===== config.mk =====
export PLATFORM = sky130hd
export DESIGN_NAME = pim_vmm_top
export DESIGN_NICKNAME = d
export VERILOG_FILES = /design/src/logic/pim_pkg.sv /design/src/logic/bit_serial_mac.sv /design/src/logic/crossbar_array.sv /design/src/logic/job_sequencer.sv /design/src/logic/pim_vmm_top.sv /design/src/logic/result_collector.sv /design/src/logic/vector_buffer.sv
export SDC_FILE = /design/constraint.sdc
export NUM_CORES = 1
export LEC_CHECK = 0
export ABC_AREA = 1
export BUFFER_PORTS_ARGS = -buffer_cell sky130_fd_sc_hd__buf_4
export CAP_MARGIN = 20
export CORE_MARGIN = 3
export CORE_UTILIZATION = 40
export CTS_BUF_LIST = sky130_fd_sc_hd__clkbuf_16
export CTS_CLUSTER_DIAMETER = 30
export DETAILED_ROUTE_END_ITERATION = 6
export PLACE_DENSITY_LB_ADDON = 0.3
export SETUP_SLACK_MARGIN = 0.2
export SLEW_MARGIN = 20
export SYNTH_ARGS = -nofsm -noshare
export SYNTH_HDL_FRONTEND = slang
export SYNTH_HIERARCHICAL = 1
export SYNTH_SLANG_ARGS = --single-unit

===== constraint.sdc =====
create_clock -name clk -period 7.93 [get_ports clk]
set_clock_uncertainty 0.1 [all_clocks]
set_input_delay 0.3965 -clock clk [delete_from_list [all_inputs] [get_ports clk]]
set_output_delay 0.3965 -clock clk [all_outputs]
set_load 0.05 [all_outputs]

===== src/logic/pim_pkg.sv =====
`default_nettype none

package pim_pkg;

	// array geometry, overridable per instance from the top level
	localparam int N_INPUTS = 8;     // elements per vector
	localparam int ELEM_W = 8;       // split into two nibbles
	localparam int N_COLS = 8;       // crossbar columns
	localparam int VEC_DEPTH = 4;    // vector buffer entries
	localparam int RESULT_W = 16;    // holds 8 x 255 x 3 exactly

	localparam int COL_AW = (N_COLS > 1) ? $clog2(N_COLS) : 1;
	localparam int VEC_AW = (VEC_DEPTH > 1) ? $clog2(VEC_DEPTH) : 1;

	typedef logic [COL_AW-1:0] col_addr_t;
	typedef logic [VEC_AW-1:0] vec_addr_t;

	// element i sits at bits [i*ELEM_W +: ELEM_W]
	typedef logic [N_INPUTS*ELEM_W-1:0] vector_t;

	typedef struct packed {
		vec_addr_t vec_addr;
		col_addr_t col_addr;
		logic      last;      // final job of a run
	} job_t;

	typedef struct packed {
		vec_addr_t           vec_addr;
		col_addr_t           col_addr;
		logic [RESULT_W-1:0] value;
		logic                last;
	} result_t;

	typedef enum logic [1:0] {
		seq_idle,
		seq_issue,   // job_issue high in this state
		seq_wait     // spacing between issues, or draining after the last one
	} seq_state_t;

endpackage

`default_nettype wire


===== src/logic/bit_serial_mac.sv =====
`timescale 1ns/1ps
`default_nettype none

module bit_serial_mac #(
	parameter int N_INPUTS = pim_pkg::N_INPUTS,
	parameter int N_COLS = pim_pkg::N_COLS
) (
	input  logic                  clk,
	input  logic                  reset,
	input  logic                  job_load,
	input  pim_pkg::job_t         job,
	input  pim_pkg::vector_t      vector,
	input  logic                  weight_wr,
	input  pim_pkg::col_addr_t    weight_col,
	input  logic [2*N_INPUTS-1:0] weight_data,
	output logic                  mac_valid,
	output pim_pkg::result_t      result
);
	import pim_pkg::*;

	localparam int NIB_W = ELEM_W / 2;
	localparam int CNT_W = $clog2(N_INPUTS + 1);
	localparam logic [1:0] LAST_BIT = 2'(NIB_W - 1);

	vector_t             vec_q;
	job_t                job_q;
	logic                active;
	logic [1:0]          bit_cnt;
	logic                last_bit;
	logic [N_INPUTS-1:0] bits_hi_nib;
	logic [N_INPUTS-1:0] bits_lo_nib;
	logic [N_INPUTS-1:0] plane_hi_bits;
	logic [N_INPUTS-1:0] plane_lo_bits;
	logic [CNT_W-1:0]    cnt_hh;
	logic [CNT_W-1:0]    cnt_lh;
	logic [CNT_W-1:0]    cnt_hl;
	logic [CNT_W-1:0]    cnt_ll;
	logic [RESULT_W-1:0] slice_sum;
	logic [RESULT_W-1:0] acc;
	logic [RESULT_W-1:0] acc_next;

	// bit b of each nibble, and the two weight bit-planes
	for (genvar i = 0; i < N_INPUTS; i++) begin : g_split
		assign bits_hi_nib[i]   = vec_q[i*ELEM_W + NIB_W + bit_cnt];
		assign bits_lo_nib[i]   = vec_q[i*ELEM_W + bit_cnt];
		assign plane_hi_bits[i] = weight_data[2*i+1];
		assign plane_lo_bits[i] = weight_data[2*i];
	end

	crossbar_array #(.N_INPUTS(N_INPUTS), .N_COLS(N_COLS)) plane_hi_inst (
		.clk(clk), .reset(reset),
		.weight_wr(weight_wr), .weight_col(weight_col), .plane_bits(plane_hi_bits),
		.col(job_q.col_addr), .bits_hi_nib(bits_hi_nib), .bits_lo_nib(bits_lo_nib),
		.count_hi(cnt_hh), .count_lo(cnt_lh)
	);

	crossbar_array #(.N_INPUTS(N_INPUTS), .N_COLS(N_COLS)) plane_lo_inst (
		.clk(clk), .reset(reset),
		.weight_wr(weight_wr), .weight_col(weight_col), .plane_bits(plane_lo_bits),
		.col(job_q.col_addr), .bits_hi_nib(bits_hi_nib), .bits_lo_nib(bits_lo_nib),
		.count_hi(cnt_hl), .count_lo(cnt_ll)
	);

	// 16*(2*HH + HL) + (2*LH + LL), then weighted by 2^b
	assign slice_sum = ((RESULT_W'({cnt_hh, 1'b0}) + RESULT_W'(cnt_hl)) << NIB_W)
	                 + RESULT_W'({cnt_lh, 1'b0}) + RESULT_W'(cnt_ll);
	assign acc_next  = acc + (slice_sum << bit_cnt);
	assign last_bit  = (bit_cnt == LAST_BIT);

	always_ff @(posedge clk) begin
		if (reset) begin
			active    <= 1'b0;
			bit_cnt   <= '0;
			mac_valid <= 1'b0;
		end else begin
			mac_valid <= active && last_bit;
			if (job_load) begin
				active  <= 1'b1;   // a load on the last bit starts back to back
				bit_cnt <= '0;
			end else if (active) begin
				bit_cnt <= bit_cnt + 1'b1;
				if (last_bit) active <= 1'b0;
			end
		end
	end

	always_ff @(posedge clk) begin
		if (job_load) begin
			vec_q <= vector;
			job_q <= job;
			acc   <= '0;
		end else if (active) begin
			acc <= acc_next;
		end
		if (active && last_bit) begin
			result.vec_addr <= job_q.vec_addr;
			result.col_addr <= job_q.col_addr;
			result.value    <= acc_next;
			result.last     <= job_q.last;
		end
	end

	assert property (@(posedge clk) disable iff (reset)
		job_load |-> !active || last_bit)
		else $error("bit_serial_mac: job_load in the middle of a job");

	// weights feed the popcounts directly
	assert property (@(posedge clk) disable iff (reset)
		weight_wr |-> !active && !job_load)
		else $error("bit_serial_mac: weight_wr while a job is running");

endmodule

`default_nettype wire


===== src/logic/crossbar_array.sv =====
`timescale 1ns/1ps
`default_nettype none

module crossbar_array #(
	parameter int N_INPUTS = pim_pkg::N_INPUTS,
	parameter int N_COLS = pim_pkg::N_COLS,
	localparam int CNT_W = $clog2(N_INPUTS + 1)
) (
	input  logic               clk,
	input  logic               reset,
	input  logic               weight_wr,
	input  pim_pkg::col_addr_t weight_col,
	input  logic [N_INPUTS-1:0] plane_bits,
	input  pim_pkg::col_addr_t col,
	input  logic [N_INPUTS-1:0] bits_hi_nib,
	input  logic [N_INPUTS-1:0] bits_lo_nib,
	output logic [CNT_W-1:0]    count_hi,
	output logic [CNT_W-1:0]    count_lo
);

	logic [N_INPUTS-1:0] cells [N_COLS];   // one bit per row per column
	logic [N_COLS-1:0]   col_valid;        // columns written since reset
	logic [N_INPUTS-1:0] col_bits;
	logic [N_INPUTS-1:0] hi_hits;
	logic [N_INPUTS-1:0] lo_hits;

	always_ff @(posedge clk) begin
		if (weight_wr) begin
			cells[weight_col] <= plane_bits;
		end
	end

	always_ff @(posedge clk) begin
		if (reset) begin
			col_valid <= '0;
		end else if (weight_wr) begin
			col_valid[weight_col] <= 1'b1;
		end
	end

	// unprogrammed columns read as zero weight
	assign col_bits = col_valid[col] ? cells[col] : '0;

	assign hi_hits = bits_hi_nib & col_bits;   // row currents into the column
	assign lo_hits = bits_lo_nib & col_bits;

	// exact popcount, no ADC clipping
	always_comb begin
		count_hi = '0;
		count_lo = '0;
		for (int i = 0; i < N_INPUTS; i++) begin
			count_hi = count_hi + CNT_W'(hi_hits[i]);
			count_lo = count_lo + CNT_W'(lo_hits[i]);
		end
	end

endmodule

`default_nettype wire


===== src/logic/job_sequencer.sv =====
`timescale 1ns/1ps
`default_nettype none

module job_sequencer #(
	parameter int N_COLS = pim_pkg::N_COLS,
	parameter int VEC_DEPTH = pim_pkg::VEC_DEPTH
) (
	input  logic               clk,
	input  logic               reset,
	input  logic               start,
	input  pim_pkg::vec_addr_t start_vec,
	input  pim_pkg::vec_addr_t end_vec,
	input  pim_pkg::col_addr_t start_col,
	input  pim_pkg::col_addr_t end_col,
	output logic               busy,
	output logic               job_issue,
	output pim_pkg::job_t      job
);
	import pim_pkg::*;

	// issue at T, wait T+1..T+3, next issue at T+4
	localparam logic [2:0] ISSUE_GAP = 3'd2;
	// last issue at T, done at T+7, busy low at T+8
	localparam logic [2:0] DRAIN_GAP = 3'd6;

	seq_state_t state;
	logic [2:0] gap_cnt;
	logic       issued_last;   // the job just issued closes the run
	col_addr_t  start_col_q;
	col_addr_t  end_col_q;
	vec_addr_t  end_vec_q;
	col_addr_t  next_col;
	vec_addr_t  next_vec;
	logic       row_end;

	// column is the inner loop
	assign row_end  = (job.col_addr == end_col_q);
	assign next_col = row_end ? start_col_q : job.col_addr + 1'b1;
	assign next_vec = row_end ? job.vec_addr + 1'b1 : job.vec_addr;

	assign busy      = (state != seq_idle);
	assign job_issue = (state == seq_issue);

	always_ff @(posedge clk) begin
		if (reset) begin
			state       <= seq_idle;
			gap_cnt     <= '0;
			issued_last <= 1'b0;
		end else begin
			case (state)
				seq_idle: begin
					if (start) state <= seq_issue;   // start while busy never lands here
				end
				seq_issue: begin
					state       <= seq_wait;
					gap_cnt     <= '0;
					issued_last <= job.last;
				end
				seq_wait: begin
					gap_cnt <= gap_cnt + 1'b1;
					if (!issued_last && gap_cnt == ISSUE_GAP) begin
						state <= seq_issue;
					end else if (issued_last && gap_cnt == DRAIN_GAP) begin
						state <= seq_idle;   // results drained, busy drops
					end
				end
				default: state <= seq_idle;
			endcase
		end
	end

	// ranges and the current job
	always_ff @(posedge clk) begin
		if (state == seq_idle && start) begin
			start_col_q  <= start_col;
			end_col_q    <= end_col;
			end_vec_q    <= end_vec;
			job.vec_addr <= start_vec;
			job.col_addr <= start_col;
			job.last     <= (start_vec == end_vec) && (start_col == end_col);
		end else if (state == seq_issue && !job.last) begin
			job.vec_addr <= next_vec;
			job.col_addr <= next_col;
			job.last     <= (next_vec == end_vec_q) && (next_col == end_col_q);
		end
	end

	// an accepted run must be a legal, non-empty window of the array
	assert property (@(posedge clk) disable iff (reset)
		(start && state == seq_idle) |->
			(start_vec <= end_vec) && (start_col <= end_col) &&
			(int'(end_col) < N_COLS) && (int'(end_vec) < VEC_DEPTH))
		else $error("job_sequencer: bad address range on start");

endmodule

`default_nettype wire


===== src/logic/pim_vmm_top.sv =====
`timescale 1ns/1ps
`default_nettype none

module pim_vmm_top #(
	parameter int N_INPUTS = pim_pkg::N_INPUTS,
	parameter int N_COLS = pim_pkg::N_COLS,
	parameter int VEC_DEPTH = pim_pkg::VEC_DEPTH
) (
	input  logic                  clk,
	input  logic                  reset,
	input  logic                  vec_wr,        // host vector write
	input  pim_pkg::vec_addr_t    vec_wr_addr,
	input  pim_pkg::vector_t      vec_wr_data,
	input  logic                  weight_wr,     // host column write, 2 bits per row
	input  pim_pkg::col_addr_t    weight_col,
	input  logic [2*N_INPUTS-1:0] weight_data,
	input  logic                  start,
	input  pim_pkg::vec_addr_t    start_vec,
	input  pim_pkg::vec_addr_t    end_vec,
	input  pim_pkg::col_addr_t    start_col,
	input  pim_pkg::col_addr_t    end_col,
	output logic                  result_valid,
	output pim_pkg::result_t      result,
	output logic                  done,
	output logic                  busy
);
	import pim_pkg::*;

	logic    job_issue;
	job_t    issue_job;
	logic    job_load;
	job_t    load_job;
	vector_t load_vector;
	logic    mac_valid;
	result_t mac_result;

	job_sequencer #(.N_COLS(N_COLS), .VEC_DEPTH(VEC_DEPTH)) seq_inst (
		.clk(clk), .reset(reset), .start(start),
		.start_vec(start_vec), .end_vec(end_vec), .start_col(start_col), .end_col(end_col),
		.busy(busy), .job_issue(job_issue), .job(issue_job)
	);

	vector_buffer #(.VEC_DEPTH(VEC_DEPTH)) vbuf_inst (
		.clk(clk), .reset(reset),
		.vec_wr(vec_wr), .vec_wr_addr(vec_wr_addr), .vec_wr_data(vec_wr_data),
		.job_issue(job_issue), .job_in(issue_job),
		.job_load(job_load), .job_out(load_job), .vector(load_vector)
	);

	bit_serial_mac #(.N_INPUTS(N_INPUTS), .N_COLS(N_COLS)) mac_inst (
		.clk(clk), .reset(reset),
		.job_load(job_load), .job(load_job), .vector(load_vector),
		.weight_wr(weight_wr), .weight_col(weight_col), .weight_data(weight_data),
		.mac_valid(mac_valid), .result(mac_result)
	);

	result_collector coll_inst (
		.clk(clk), .reset(reset),
		.mac_valid(mac_valid), .mac_result(mac_result),
		.result_valid(result_valid), .result(result), .done(done)
	);

endmodule

`default_nettype wire


===== src/logic/result_collector.sv =====
`timescale 1ns/1ps
`default_nettype none

module result_collector (
	input  logic             clk,
	input  logic             reset,
	input  logic             mac_valid,
	input  pim_pkg::result_t mac_result,
	output logic             result_valid,
	output pim_pkg::result_t result,
	output logic             done
);

	always_ff @(posedge clk) begin
		if (reset) begin
			result_valid <= 1'b0;
			done         <= 1'b0;
		end else begin
			result_valid <= mac_valid;
			done         <= mac_valid && mac_result.last;   // same cycle as the last result
		end
	end

	// payload only moves with a valid result
	always_ff @(posedge clk) begin
		if (mac_valid) begin
			result <= mac_result;
		end
	end

	// the MAC needs four bit cycles per job, so results never come closer
	assert property (@(posedge clk) disable iff (reset)
		mac_valid |=> !mac_valid [*3])
		else $error("result_collector: results closer than four cycles");

endmodule

`default_nettype wire


===== src/logic/vector_buffer.sv =====
`timescale 1ns/1ps
`default_nettype none

module vector_buffer #(
	parameter int VEC_DEPTH = pim_pkg::VEC_DEPTH
) (
	input  logic               clk,
	input  logic               reset,
	input  logic               vec_wr,
	input  pim_pkg::vec_addr_t vec_wr_addr,
	input  pim_pkg::vector_t   vec_wr_data,
	input  logic               job_issue,
	input  pim_pkg::job_t      job_in,
	output logic               job_load,
	output pim_pkg::job_t      job_out,
	output pim_pkg::vector_t   vector
);
	import pim_pkg::*;

	vector_t   mem [VEC_DEPTH];
	vec_addr_t mem_addr;

	// one shared port, host writes take it
	assign mem_addr = vec_wr ? vec_wr_addr : job_in.vec_addr;

	always_ff @(posedge clk) begin
		if (vec_wr) begin
			mem[mem_addr] <= vec_wr_data;
		end else if (job_issue) begin
			vector  <= mem[mem_addr];
			job_out <= job_in;   // tag follows the read data
		end
	end

	always_ff @(posedge clk) begin
		if (reset) begin
			job_load <= 1'b0;
		end else begin
			job_load <= job_issue;   // data valid one cycle after issue
		end
	end

	// host writes only happen outside of a run, so they never steal the port
	assert property (@(posedge clk) disable iff (reset)
		vec_wr |-> !job_issue && !job_load)
		else $error("vector_buffer: vec_wr while a job is being fetched");

endmodule

`default_nettype wire


======== Word level (Yosys, flattened, before mapping) ========
Memory sizes are Yosys's and may differ from the RTL's. A register that Yosys moved wholly into a read port is not among the register bits.
Index checks and enable logic that the tools add are counted.
Widths: inputs -> output; s select.
operators by class
  bitwise logic cells ..................... 7
  magnitude comparators ................... 19
  equal/unequal tests ..................... 12
  multiplexer cells ....................... 59
  reduce and logical (&&, ||, !) cells .... 18
  shift-type cells ........................ 1
  add/subtract/negate cells ............... 51
operators by type and width
  operator             count
  $lt 32x7->1 const B  15
  $bmux 1 s6           15
  $add 4x1->4          16
  $add 6x2->7 const A  8
  $and 8x8->8          4
  $mux 1               26
  $add 5x2->6 const A  4
  $add 16x16->16       1
  $add 16x4->16        1
  $add 16x5->16        1
  $add 3x1->4          4
  $mux 8               2
  $or 8x8->8           2
  $shl 16x2->16        1
  $add 2x1->3          4
  $mux 6               2
  $add 4x2->5 const A  2
  $mux 2               5
  $eq 3x3->1           3
  $logic_and 1x1->1    9
  $mux 3               3
  $add 1x1->2          4
  $lt 3x4->1 const B   2
  $lt 2x7->1 const B   1
  23 further kinds     32
word-level totals
  memories ................................ 3
  bits of input ports ..................... 100
  register bits ........................... 179
  logic and storage cells ................. 203
  bits in writable memories ............... 384
memory list
  name                          depth  bits a word  read ports  clocked after memory_dff  wr ports  line                  RTL
  vbuf_inst.mem                 4      64           1           1                         1         vector_buffer.sv:20   vector_t mem [VEC_DEPTH];
  mac_inst.plane_hi_inst.cells  8      8            1           1                         1         crossbar_array.sv:21  logic [N_INPUTS-1:0] cells [N_COLS];
  mac_inst.plane_lo_inst.cells  8      8            1           1                         1         crossbar_array.sv:21

======== Longest topological paths before layout ========
Gate-level depths: netlist of run 1.
  word-level depth ........................ 16
  depth in mapped cells ................... 42
  gate-level depth less buffers ........... 40

======== Cells and area by module ========
Netlist of run 1, hierarchy kept.
by module, submodules not included
  module                                   instances  cells each  sequential area each (sq um)  area each (sq um)
  vector_buffer                            1          985         9,809.4                       12,693.4
  bit_serial_mac                           1          597         3,163.0                       5,509.0
  crossbar_array (mac_inst.plane_hi_inst)  1          418         2,082.0                       3,706.1
  crossbar_array (mac_inst.plane_lo_inst)  1          401         2,082.0                       3,649.8
  job_sequencer                            1          135         540.5                         1,188.6
  result_collector                         1          28          700.7                         718.2

======== Least setup slack after synthesis of run 1 ========
OpenSTA, ideal clock, no wires.
  path kind ............................... reg-to-reg
  from .................................... register mac_inst/job_q[1] (netlist bit)
  to ...................................... register mac_inst/result[16] (netlist bit), data pin
  data required time ...................... 7,577 ps
  path buffers ............................ 2
  path slack .............................. 1,801 ps
  arrival ................................. 5,775 ps
  stages on the path, launching flop included .. 39
  setup time .............................. 253 ps
  cells stage by stage .................... edfxtp_1 -> buf_6 -> inv_4 -> nand2_1 -> nand3_1 -> nand2_1 -> nand2_1 -> nand2_2 -> buf_6 -> nand2_2 -> nor2_2 -> fa_1 -> inv_1 -> fa_1 -> inv_1 -> fa_1 -> ha_1 -> inv_1 -> [... 3 more ...] -> fa_1 -> nand2_1 -> inv_1 -> nand3_1 -> nand2_1 -> xor2_1 -> nand2_1 -> nand3_1 -> nand2_1 -> ha_1 -> nand2_1 -> inv_1 -> nand2_1 -> nand2_1 -> a21oi_1 -> nand2_1 -> nand2_1 -> nand2_1
between the ends
  longest elaborated chain between the ends .. 16
RTL lines
  item                              line                  RTL
  from (decl)                       bit_serial_mac.sv:26  job_t job_q;
  from (signal assigned)            bit_serial_mac.sv:90  job_q <= job;
  $bmux 1 s3 (*)                    crossbar_array.sv:42  assign col_bits = col_valid[col] ? cells[col] : '0;
  $mux 1 (not written as such) (*)  crossbar_array.sv:42
  $mux 8 (*)                        crossbar_array.sv:42
  $and 8x8->8 (*)                   crossbar_array.sv:44  assign hi_hits = bits_hi_nib & col_bits;
  $add 1x1->2                       crossbar_array.sv:52  count_hi = count_hi + CNT_W'(hi_hits[i]);
  $add 2x1->3                       crossbar_array.sv:52
  $add 3x1->4                       crossbar_array.sv:52
  $add 4x1->4 (3 in a row)          crossbar_array.sv:52
  $add 4x1->4 (*)                   crossbar_array.sv:52
  via mac_inst.cnt_hl[1]            bit_serial_mac.sv:36  logic [CNT_W-1:0] cnt_hl;
  $add 5x4->6 (*)                   bit_serial_mac.sv:65  assign slice_sum = ((RESULT_W'({cnt_hh, 1'b0}) + RESULT_W'(cnt_hl)) << NIB_W)
  $add 16x5->16 (*)                 bit_serial_mac.sv:66  + RESULT_W'({cnt_lh, 1'b0}) + RESULT_W'(cnt_ll);
  $add 16x4->16 (*)                 bit_serial_mac.sv:66
  $shl 16x2->16 (*)                 bit_serial_mac.sv:67  assign acc_next = acc + (slice_sum << bit_cnt);
  $add 16x16->16 (*)                bit_serial_mac.sv:67
  via mac_inst.acc_next[15]         bit_serial_mac.sv:40  logic [RESULT_W-1:0] acc_next;
  to (decl)                         bit_serial_mac.sv:17  output pim_pkg::result_t result
The timed path passes the listed nets; every way through them passes the cells marked *. The select of a mux whose other input is x is not followed.
A chain may end at the register's enable or synchronous reset.

======== Worst setup path after layout of run 1 ========
  from .................................... register mac_inst/job_q[1] (netlist bit)
  to ...................................... register mac_inst/result[14] (netlist bit), data pin
The elaborated chain is that of the path after synthesis.

==> results of run 1 <==
-- kinds of logic after synthesis --
kind of cell	after synthesis
AND/OR/NAND/NOR	1350
flip-flops	627
buffers and inverters	401
AO/OA/AOI/OAI	100
adder cells (fa/ha/maj)	62
XOR/XNOR	23
other	1
-- metrics by stage --
| step | instance area [um^2] | hold slack, ns | setup slack, ns |
|---|---|---|---|
| after detailed placement | 29100 | 0.305 | 1.00 |
| after CTS | 34200 | 0.00485 | 0.989 |
| after floorplan | 27500 | 0.300 | 1.80 |
| final | 34300 | 0.0573 | 1.00 |
| after global placement | 29100 | 0.302 | 1.01 |
| after global routing | 34300 | 0.0253 | 0.319 |
-- layout by cell type (no fill, tap or decap), drive strengths merged --
master / instances
and3: 1
diode: 2
bufinv: 23
clkinv: 50
edfxtp: 582
nand3b: 2
ha: 43
nor3: 6
nand3: 324
a211oi: 4
nor2: 182
dfxtp: 45
buf: 153
a21oi: 16
o21a: 1
or2: 2
xnor2: 11
a31oi: 2
clkinvlp: 11
fa: 19
o22ai: 16
o21ai: 60
o21bai: 1
nand2: 826
inv: 313
clkbuf: 121
nand4: 7
xor2: 12
conb: 1
dlygate4sd3: 90
-- what timing repair did --
item	in CTS	in global routing
hold buffers	90	0
setup buffers	0	0
endpoints found under the hold margin	397	0
-- worst max-delay path: cells and delay by family (launching register included) --
| kind | cells | cell delay (ns) |
|---|---|---|
| and+or+nand+nor | 19 | 1.73 |
| DFF | 1 | 0.49 |
| buffers and inverters | 7 | 0.72 |
| AOI/OAI and AO/OA | 2 | 0.31 |
| adders and majority gates | 8 | 3.32 |
-- layout make-up --
class                   count  area share (%)
inverters                 293            3.23
flip-flops and latches    627            53.7
well taps                 873            3.19
clock buffers             121            8.84
repair buffers            243            6.00
diodes                      2          0.0146
clock inverters           104            3.66
multi-input cells        1536            21.4
-- registers in the layout, indices dropped and copies added, names as in the netlist, 2 cells and up --
signal,flops
seq_inst/end_vec_q,2
mac_inst/plane_hi_inst/cells,64
mac_inst/vec_q,64
coll_inst/result,22
seq_inst/gap_cnt,3
vbuf_inst/job_out,6
vbuf_inst/vector,64
mac_inst/acc,16
seq_inst/start_col_q,3
mac_inst/plane_lo_inst/cells,64
seq_inst/state,2
vbuf_inst/mem,256
seq_inst/end_col_q,3
mac_inst/job_q,6
seq_inst/job,6
mac_inst/bit_cnt,2
mac_inst/plane_hi_inst/col_valid,8
mac_inst/plane_lo_inst/col_valid,8
mac_inst/result,22
-- power groups by stage --
stage,combinational [mW],clock (mW),sequential [mW]
2_1_floorplan,1.59,0,4.26
3_3_place_gp,2.12,0,4.31
3_5_place_dp,2.15,0,4.32
4_1_cts,2.20,5.31,4.26
5_1_grt,2.49,5.48,4.28
6_report,2.19,5.21,4.25
-- worst max path at each step --
| stage | start | slack [ns] | to |
|---|---|---|---|
| after floorplan | mac_inst/job_q[1] | 1.80 | mac_inst/result[16] |
| after global placement | mac_inst/job_q[1] | 1.01 | mac_inst/result[14] |
| after detailed placement | mac_inst/job_q[1] | 1.00 | mac_inst/result[14] |
| after CTS | mac_inst/job_q[1] | 0.99 | mac_inst/result[14] |
| after global routing | mac_inst/job_q[1] | 0.32 | mac_inst/acc[13] |
| final | mac_inst/job_q[1] | 1.00 | mac_inst/result[14] |
-- synthesized netlist by cell type, types with 4 or more instances --
library cell	number	area (um^2)
sky130_fd_sc_hd__fa_1	19	380
sky130_fd_sc_hd__xor2_1	12	105
sky130_fd_sc_hd__a21oi_1	16	80.1
sky130_fd_sc_hd__ha_1	43	538
sky130_fd_sc_hd__buf_2	50	250
sky130_fd_sc_hd__buf_6	20	225
sky130_fd_sc_hd__xnor2_1	11	96.3
sky130_fd_sc_hd__clkbuf_1	10	37.5
sky130_fd_sc_hd__dfxtp_1	45	901
sky130_fd_sc_hd__nor3_1	6	30.0
sky130_fd_sc_hd__buf_4	24	180
sky130_fd_sc_hd__inv_2	6	22.5
sky130_fd_sc_hd__o22ai_1	16	100
sky130_fd_sc_hd__nand3_1	321	1610
sky130_fd_sc_hd__buf_1	4	15.0
sky130_fd_sc_hd__nor2_2	8	50.1
sky130_fd_sc_hd__a211oi_1	4	30.0
sky130_fd_sc_hd__nand2_2	14	87.6
sky130_fd_sc_hd__o21ai_0	56	280
sky130_fd_sc_hd__edfxtp_1	582	17500
sky130_fd_sc_hd__nor2_1	173	649
sky130_fd_sc_hd__nand4_1	7	43.8
sky130_fd_sc_hd__inv_1	281	1050
sky130_fd_sc_hd__nand2_1	811	3040
-- layer usage --
layer,track usage [%],vias up,share of wire [%]
li1,-,9046,-
met4,6.26,2,2.5
met5,0,-,0.020
met3,3.46,120,6.5
met2,30.8,579,49
met1,23.0,8860,42
==> results_dict.tcl, run 1 <==
set metrics [dict create \
    number_of_antenna_violations_at_the_first_check_in_global_routing 3 \
    max_clock_freq_ghz 0.144 \
    fp.dieW_um 268 \
    maxSlewHeadroom_pct 26.2 \
    die_h_um 268 \
    result_of_the_run "finished clean" \
    timing.critical_path.required_ns 8.23 \
    final_cell_count_no_fill 3799 \
    synth_flop_type "sky130_fd_sc_hd__edfxtp_1" \
    core_mm2 0.0676 \
    cp_slowest_cell "sky130_fd_sc_hd__fa_1" \
    startpoint_class_of_the_critical_path "flop" \
    pwr-share-comb_pct 18.8 \
    hold_path_end "mac_inst/mac_valid" \
    gr-usage-all-layers_pct 18.0 \
    cp.arrival_ns 7.23 \
    drc_errors 0 \
    placed_cells_incl_taps 3481 \
    placement_rows 95 \
    combinational_family_with_the_most_area_after_synthesis "simple AND/OR/NAND/NOR gates" \
    crit_path_end_kind "flop" \
    final_core_util_pct 50.7 \
    syn_nets 2726 \
    vias 18600 \
    netlist_area_mm2 0.0275 \
    cts_root_buffer "sky130_fd_sc_hd__clkbuf_16" \
    rsz0062_at_grt "no" \
    worst_ir_drop_vdd_v 0.000234 \
    detailedRoute.firstPassIterationCount 5 \
    drt_wl_total_um 64200 \
    timing.hold.worst_path_depth 2 \
    area_growth_syn_to_layout_pct 24.7 \
    slew_violations 0 \
    worstReg2RegStart "mac_inst/job_q[1]" \
    cts_htree_levels 3 \
    critPathMostFrequentCell "sky130_fd_sc_hd__nand2_1" \
    worstSetupPathType "reg -> reg" \
    setup_viol_count_final 0 \
    total_switching_power_mw 3.35 \
    finalNetCount 2982 \
    hold_class "in -> reg" \
    intPower_mw 8.30 \
    synth_sequential_area_ratio_pct 66.9 \
    synth_simple_gate_area_share_pct 20.4 \
    power_per_cell_area_mw_per_mm2 340 \
    insertion_delay_ns 0.67 \
    numPortBuffers 124 \
    first_pass_grt_wire_length_um 101000 \
    synth.lib_cells_used.distinct 41 \
    timing.rr.end "mac_inst/result[14]" \
    post-route-period-util_pct 87.4 \
    syn_area_per_cell_um2 10.7 \
    ys_async_sr_fraction_pct 0 \
    cts.sink_count 627 \
    gr-total-overflow 0 \
    cts_max_path_buffers 3 \
    yosys.area_share.xor_xnor_pct 0.733 \
    final-hold-violation-count 0 \
    dieArea_mm2 0.0718 \
    number_of_top_level_pins 125 \
    antenna_left 0 \
    timing.reg2reg.setup_slack_ns 1.00 \
    ff_latch_area_mm2 0.0184 \
    average_wire_per_cell_in_the_routed_design_um 16.9 \
    switching_share_of_power_pct 28.8 \
    grt_start_max_net_pins 83 \
    finalWorstPathRequiredPeriod_ns 6.93 \
    timing.critical_path.fanout_max 35 \
    ys_ff_latch 627 \
    synth-edff-count 582 \
    timing.setup.tns_ns 0 \
    initial_core_util_pct 40.6 \
    cts.repair.resized 0 \
    fin_total_pwr_mw 11.7 \
    cts_made_buffers 119 \
    fill_cells 5775 \
    number_of_cells_produced_by_synthesis 2564 \
    hpwl_um 38400 \
    finalWeightedCongestion 0.849 \
    transition_at_the_pin_with_the_smallest_max_transition_slack_ns 1.11 \
    yosys_warnings 6 \
    pwr-share-seq_pct 36.5 \
    critical_path.max_stage_delay_ns 0.55 \
    worst-r2r-cell-count 36 \
    detail_route.iter0.violations 1433 \
    layout-drive-gt1-share_pct 13.6 \
    cts_tree "done" \
    maxCapViolations 0 \
    viasPerCell 4.90 \
    synth.mux.area_fraction_pct 0 \
    power_frac_clock_pct 44.7 \
    synth_adder_area_share_pct 3.34 \
    compound_cell_area_share_of_the_yosys_netlist_pct 1.97 \
    multiInputGateArea_mm2 0.00734 \
    total_leakage_power_nw 14.6 \
    first_global_vias 18500 \
    clk_pin_slew_worst_paths_ns 0.05 \
    hold_sp "reset" \
]
Power figures use the tool's default switching activity.
==> run 2: changes to the inputs <==
--- a/config.mk
+++ b/config.mk
@@ -8,6 +8,7 @@
 export ABC_AREA = 1
 export BUFFER_PORTS_ARGS = -buffer_cell sky130_fd_sc_hd__buf_4
 export CAP_MARGIN = 20
+export CORE_ASPECT_RATIO = 0.75
 export CORE_MARGIN = 3
 export CORE_UTILIZATION = 40
 export CTS_BUF_LIST = sky130_fd_sc_hd__clkbuf_16
==> constraint.sdc (replaced) <==
create_clock -name clk -period 7.93 [get_ports clk]
set_clock_uncertainty 0.1 [all_clocks]
set_input_delay 0.3965 -clock clk [delete_from_list [all_inputs] [get_ports clk]]
set_output_delay 0.3965 -clock clk [all_outputs]
set_load 0.1 [all_outputs]
==> run 2 against run 1 <==
Compared with the run above:
- non-clock buffer count fell by 4
- sequential cell count is the same
- first-iteration DRC count increased by 4.6%
- maximum frequency decreased by 1.8%
- total power down 5.3%
- largest cell class unchanged
==> results_dict.tcl, run 2 (synthesis gave the netlist of run 1 again) <==
set metrics [dict create \
    drt_wl_total_um 64000 \
    hpwl_um 37300 \
    timing.hold.worst_path_depth 2 \
    first_pass_grt_wire_length_um 101000 \
    finalInstanceArea_mm2 0.0337 \
    cts.sink_count 627 \
    first_global_vias 18500 \
    finalWorstPathRequiredPeriod_ns 7.06 \
    cts_root_buffer "sky130_fd_sc_hd__clkbuf_16" \
    transition_at_the_pin_with_the_smallest_max_transition_slack_ns 1.11 \
    hold_class "in -> reg" \
    largest_register_ffs 256 \
    timing.hold.ws_ns 0.0478 \
    layout.cells.most_common "sky130_fd_sc_hd__nand2_1" \
    power_per_cell_area_mw_per_mm2 327 \
    startpoint_class_of_the_critical_path "flop" \
    detailedRoute.firstPassIterationCount 5 \
    post-route-period-util_pct 89.0 \
    numPortBuffers 124 \
    area_growth_syn_to_layout_pct 22.8 \
    initial_core_util_pct 40.7 \
    crit_path_end_kind "flop" \
    core_mm2 0.0674 \
    gr-usage-all-layers_pct 18.0 \
    clk_pin_slew_worst_paths_ns 0.05 \
    cts_tree "done" \
    timing.critical_path.fanout_max 36 \
    cp_slowest_cell "sky130_fd_sc_hd__edfxtp_1" \
    finalWeightedCongestion 0.854 \
    insertion_delay_ns 0.69 \
    placed_cells_incl_taps 3483 \
    layout-drive-gt1-share_pct 13.2 \
    timing.critical_path.required_ns 8.19 \
    critical_path.max_stage_delay_ns 0.59 \
    finalNetCount 2970 \
    rsz0062_at_grt "no" \
    final_cell_mix "sky130_fd_sc_hd__nand2_1, sky130_fd_sc_hd__edfxtp_1, sky130_fd_sc_hd__nand3_1" \
    vias 18400 \
    number_of_antenna_violations_at_the_first_check_in_global_routing 1 \
    average_wire_per_cell_in_the_routed_design_um 16.9 \
    fp.dieW_um 309 \
    worst_ir_drop_vdd_v 0.000219 \
    result_of_the_run "finished clean" \
    worstSetupPathType "reg -> reg" \
    timing.setup.tns_ns 0 \
    fin_total_pwr_mw 11.0 \
    postCtsSetupBuffers 0 \
    cp.arrival_ns 7.32 \
    dieArea_mm2 0.0719 \
    total_leakage_power_nw 14.3 \
    drc_errors 0 \
    placed_cell_area_mm2 0.0290 \
    die_h_um 233 \
    placement_rows 82 \
    antenna_left 0 \
    ctsHoldBuffers 92 \
    slew_violations 0 \
    worst-r2r-cell-count 36 \
    final-hold-violation-count 0 \
    maxCapViolations 0 \
    cts_made_buffers 111 \
    maxSlewHeadroom_pct 26.0 \
    grt_start_max_net_pins 81 \
    number_of_top_level_pins 125 \
    cts.repair.resized 0 \
    critPathMostFrequentCell "sky130_fd_sc_hd__nand2_1" \
    final_cell_count_no_fill 3789 \
    max_clock_freq_ghz 0.142 \
    setup_viol_count_final 0 \
    gr-total-overflow 0 \
    cts_max_path_buffers 3 \
    regMostFlops "vbuf_inst/mem" \
    cts_htree_levels 3 \
    viasPerCell 4.86 \
    detail_route.iter0.violations 1499 \
]
==> run 2: area by class of cell <==
cell class / instances / area (um^2)
Antenna cell: 1 / 2.50
Timing Repair Buffer: 239 / 2060
Multi-Input combinational cell: 1536 / 7350
Clock buffer: 111 / 2780
Clock inverter: 100 / 952
Inverter: 293 / 1110
Sequential cell: 627 / 18400
Tap cell: 882 / 1100
Fill cell: 5824 / 33700
==> run 2: critical path: cells and delay by family (launching register included) <==
| family | cells | cell delay [ns] |
|---|---|---|
| DFF | 1 | 0.59 |
| buffers and inverters | 7 | 0.72 |
| AOI/OAI and AO/OA | 2 | 0.29 |
| and+or+nand+nor | 19 | 1.73 |
| adders and majority gates | 8 | 3.29 |
==> run 2: stage by stage <==
step                utilization [%]  setup slack, ns
finish                         50.0            0.873
global route                   50.0            0.256
CTS                            50.0            0.842
detailed placement             43.1            0.904
global placement               43.1            0.985
floorplan                         -             1.80
==> run 2: path summary, 6_finish.rpt <==
kind	startpoint	to	slack, ns
max	mac_inst/job_q[1]	mac_inst/result[14]	0.87
min	reset	mac_inst/plane_hi_inst/col_valid[5]	0.05
min reg2reg	vbuf_inst/vector[11]	mac_inst/vec_q[11]	0.29
max reg2reg	mac_inst/job_q[1]	mac_inst/result[14]	0.87
==> run 2: report_power, final <==
part | switching [mW] | internal, mW | total (mW)
clock | 1.69 | 2.88 | 4.57
combinational | 1.54 | 0.686 | 2.22
sequential | 0.158 | 4.08 | 4.24
==> run 2: metal layers <==
layer | up-vias | part of all wire, % | track usage (%)
li1 | 9019 | - | -
met5 | - | 0 | 0
met2 | 577 | 46 | 29.2
met1 | 8714 | 45 | 24.3
met3 | 122 | 6.7 | 3.95
met4 | 0 | 2.3 | 5.83
==> run 3: changes to the inputs <==
--- a/config.mk
+++ b/config.mk
@@ -6,7 +6,7 @@
 export NUM_CORES = 1
 export LEC_CHECK = 0
 export ABC_AREA = 1
-export BUFFER_PORTS_ARGS = -buffer_cell sky130_fd_sc_hd__buf_4
+export BUFFER_PORTS_ARGS = -buffer_cell sky130_fd_sc_hd__clkbuf_2
 export CAP_MARGIN = 20
 export CORE_ASPECT_RATIO = 0.75
 export CORE_MARGIN = 3
==> run 3 against run 2 <==
Compared with the run above:
- worst setup slack better by 0.10 ns
- global-route usage barely moved
- clock power up 1%
- hold slack got worse by 0.0051 ns
- final cell count fell by 0.26%
- critical path type unchanged
- critical endpoint is now mac_inst/acc[14]
- largest cell class unchanged
- highest routed layer is now met5
==> results_dict.tcl, run 3 (synthesis gave the netlist of run 1 again) <==
set metrics [dict create \
    result_of_the_run "finished clean" \
    ff_latch_area_mm2 0.0184 \
    total_switching_power_mw 3.28 \
    detailedRoute.firstPassIterationCount 5 \
    number_of_antenna_violations_at_the_first_check_in_global_routing 5 \
    drc_errors 0 \
    number_of_top_level_pins 125 \
    cts_max_path_buffers 3 \
    first_global_vias 18400 \
    final_cell_count_no_fill 3779 \
    rsz0062_at_grt "no" \
    critical_path.max_stage_delay_ns 0.58 \
    initial_core_util_pct 40.7 \
    cp.arrival_ns 7.39 \
    final-hold-violation-count 0 \
    worst-r2r-cell-count 35 \
    timing.reg2reg.setup_slack_ns 0.98 \
    numPortBuffers 124 \
    dieArea_mm2 0.0719 \
    cts_made_buffers 106 \
    maxSlewHeadroom_pct 22.1 \
    detail_route.iter0.violations 1585 \
    switching_share_of_power_pct 29.6 \
    layout.cells.most_common "sky130_fd_sc_hd__nand2_1" \
    drt_wl_total_um 64100 \
    multiInputGateArea_mm2 0.00735 \
    cp_slowest_cell "sky130_fd_sc_hd__fa_1" \
    clk_pin_slew_worst_paths_ns 0.05 \
    crit_path_end_kind "flop" \
    finalInstanceArea_mm2 0.0334 \
    fin_total_pwr_mw 11.1 \
    setup_viol_count_final 0 \
    layout-drive-gt1-share_pct 12.9 \
    placed_cell_area_mm2 0.0288 \
    fp.dieW_um 309 \
    maxCapViolations 0 \
    hpwl_um 37800 \
    cts_tree "done" \
    first_pass_grt_wire_length_um 101000 \
    pwr-share-seq_pct 38.4 \
    intPower_mw 7.79 \
    hold_class "in -> reg" \
    total_leakage_power_nw 14.2 \
    finalWorstPathRequiredPeriod_ns 6.95 \
    gr-total-overflow 0 \
    timing.hold.worst_path_depth 3 \
    regMostFlops "vbuf_inst/mem" \
    worstReg2RegStart "mac_inst/job_q[1]" \
    viasPerCell 4.89 \
    transition_at_the_pin_with_the_smallest_max_transition_slack_ns 1.16 \
    placement_rows 82 \
    timing.rr.end "mac_inst/acc[14]" \
    finalWeightedCongestion 0.850 \
    max_clock_freq_ghz 0.144 \
    die_h_um 233 \
    timing.critical_path.fanout_max 37 \
    cts_htree_levels 3 \
    pwr-share-comb_pct 19.9 \
    antenna_left 0 \
    average_wire_per_cell_in_the_routed_design_um 17.0 \
    placed_cells_incl_taps 3484 \
    gr-usage-all-layers_pct 18.0 \
    insertion_delay_ns 0.66 \
    cts.sink_count 627 \
    worstSetupPathType "reg -> reg" \
    final_core_util_pct 49.6 \
    critPathMostFrequentCell "sky130_fd_sc_hd__nand2_1" \
    largest_register_ffs 256 \
    area_growth_syn_to_layout_pct 21.7 \
    startpoint_class_of_the_critical_path "flop" \
    power_frac_clock_pct 41.7 \
    cts_root_buffer "sky130_fd_sc_hd__clkbuf_16" \
    hold_path_end "seq_inst/job[5]" \
    worst_ir_drop_vdd_v 0.000189 \
    fill_cells 5919 \
    vias 18500 \
    finalNetCount 2965 \
    worst_setup_path_startpoint "mac_inst/job_q[1]" \
    grt_start_max_net_pins 86 \
    slew_violations 0 \
    final_cell_mix "sky130_fd_sc_hd__nand2_1, sky130_fd_sc_hd__edfxtp_1, sky130_fd_sc_hd__nand3_1" \
    cts.repair.resized 0 \
    hold_sp "start_vec[1]" \
    power_per_cell_area_mw_per_mm2 331 \
    timing.critical_path.required_ns 8.36 \
    post-route-period-util_pct 87.7 \
    core_mm2 0.0674 \
    timing.setup.tns_ns 0 \
]
## run 3: power by group through the flow
stage	logic, mW	clock network [mW]	registers [mW]
final	2.20	4.62	4.25
after global routing	2.49	4.90	4.28
after CTS	2.20	4.71	4.26
after detailed placement	2.15	0	4.32
after global placement	2.10	0	4.31
after floorplan	1.60	0	4.26
## run 3: worst max-delay path by stage
stage | to | depth (start not counted)
floorplan | mac_inst/result[16] | 38
global placement | mac_inst/acc[15] | 35
detailed placement | mac_inst/acc[14] | 34
CTS | mac_inst/acc[14] | 35
global route | mac_inst/result[14] | 34
finish | mac_inst/acc[14] | 35
## run 3: cell type report
class                           count  area share, %
Clock buffer                      108           8.09
Antenna cell                        4         0.0300
Clock inverter                     90           2.99
Timing Repair Buffer              239           5.27
Tap cell                          882           3.30
Sequential cell                   627           55.0
Inverter                          293           3.31
Multi-Input combinational cell   1536           22.0
## run 3: timing repair
item | in CTS | in global routing
hold buffers | 90 | 0
endpoints found under the hold margin | 396 | 0
setup buffers | 0 | 0
setup endpoints to repair | 0 | 0
## run 3: critical path: cells and delay by family, from the launching register on
kind,cells,cell delay [ns]
fa+ha+maj,7,3.23
simple gates,19,1.91
flops,1,0.40
buf+inv,8,1.00
xor+xnor,1,0.18
## run 3: stage by stage
stage / hold WS (ns) / setup WS (ns)
floorplan: 0.300 / 1.80
global placement: 0.302 / 1.04
detailed placement: 0.305 / 1.02
CTS: 0.000283 / 1.01
global route: 0.0351 / 0.414
finish: 0.0427 / 0.977
## run 3: per-layer routing
layer	global-route usage (%)	part of all wire (%)
met1	23.9	44
met4	5.77	2.2
met3	4.14	6.7
met5	0	0.020
met2	29.4	47
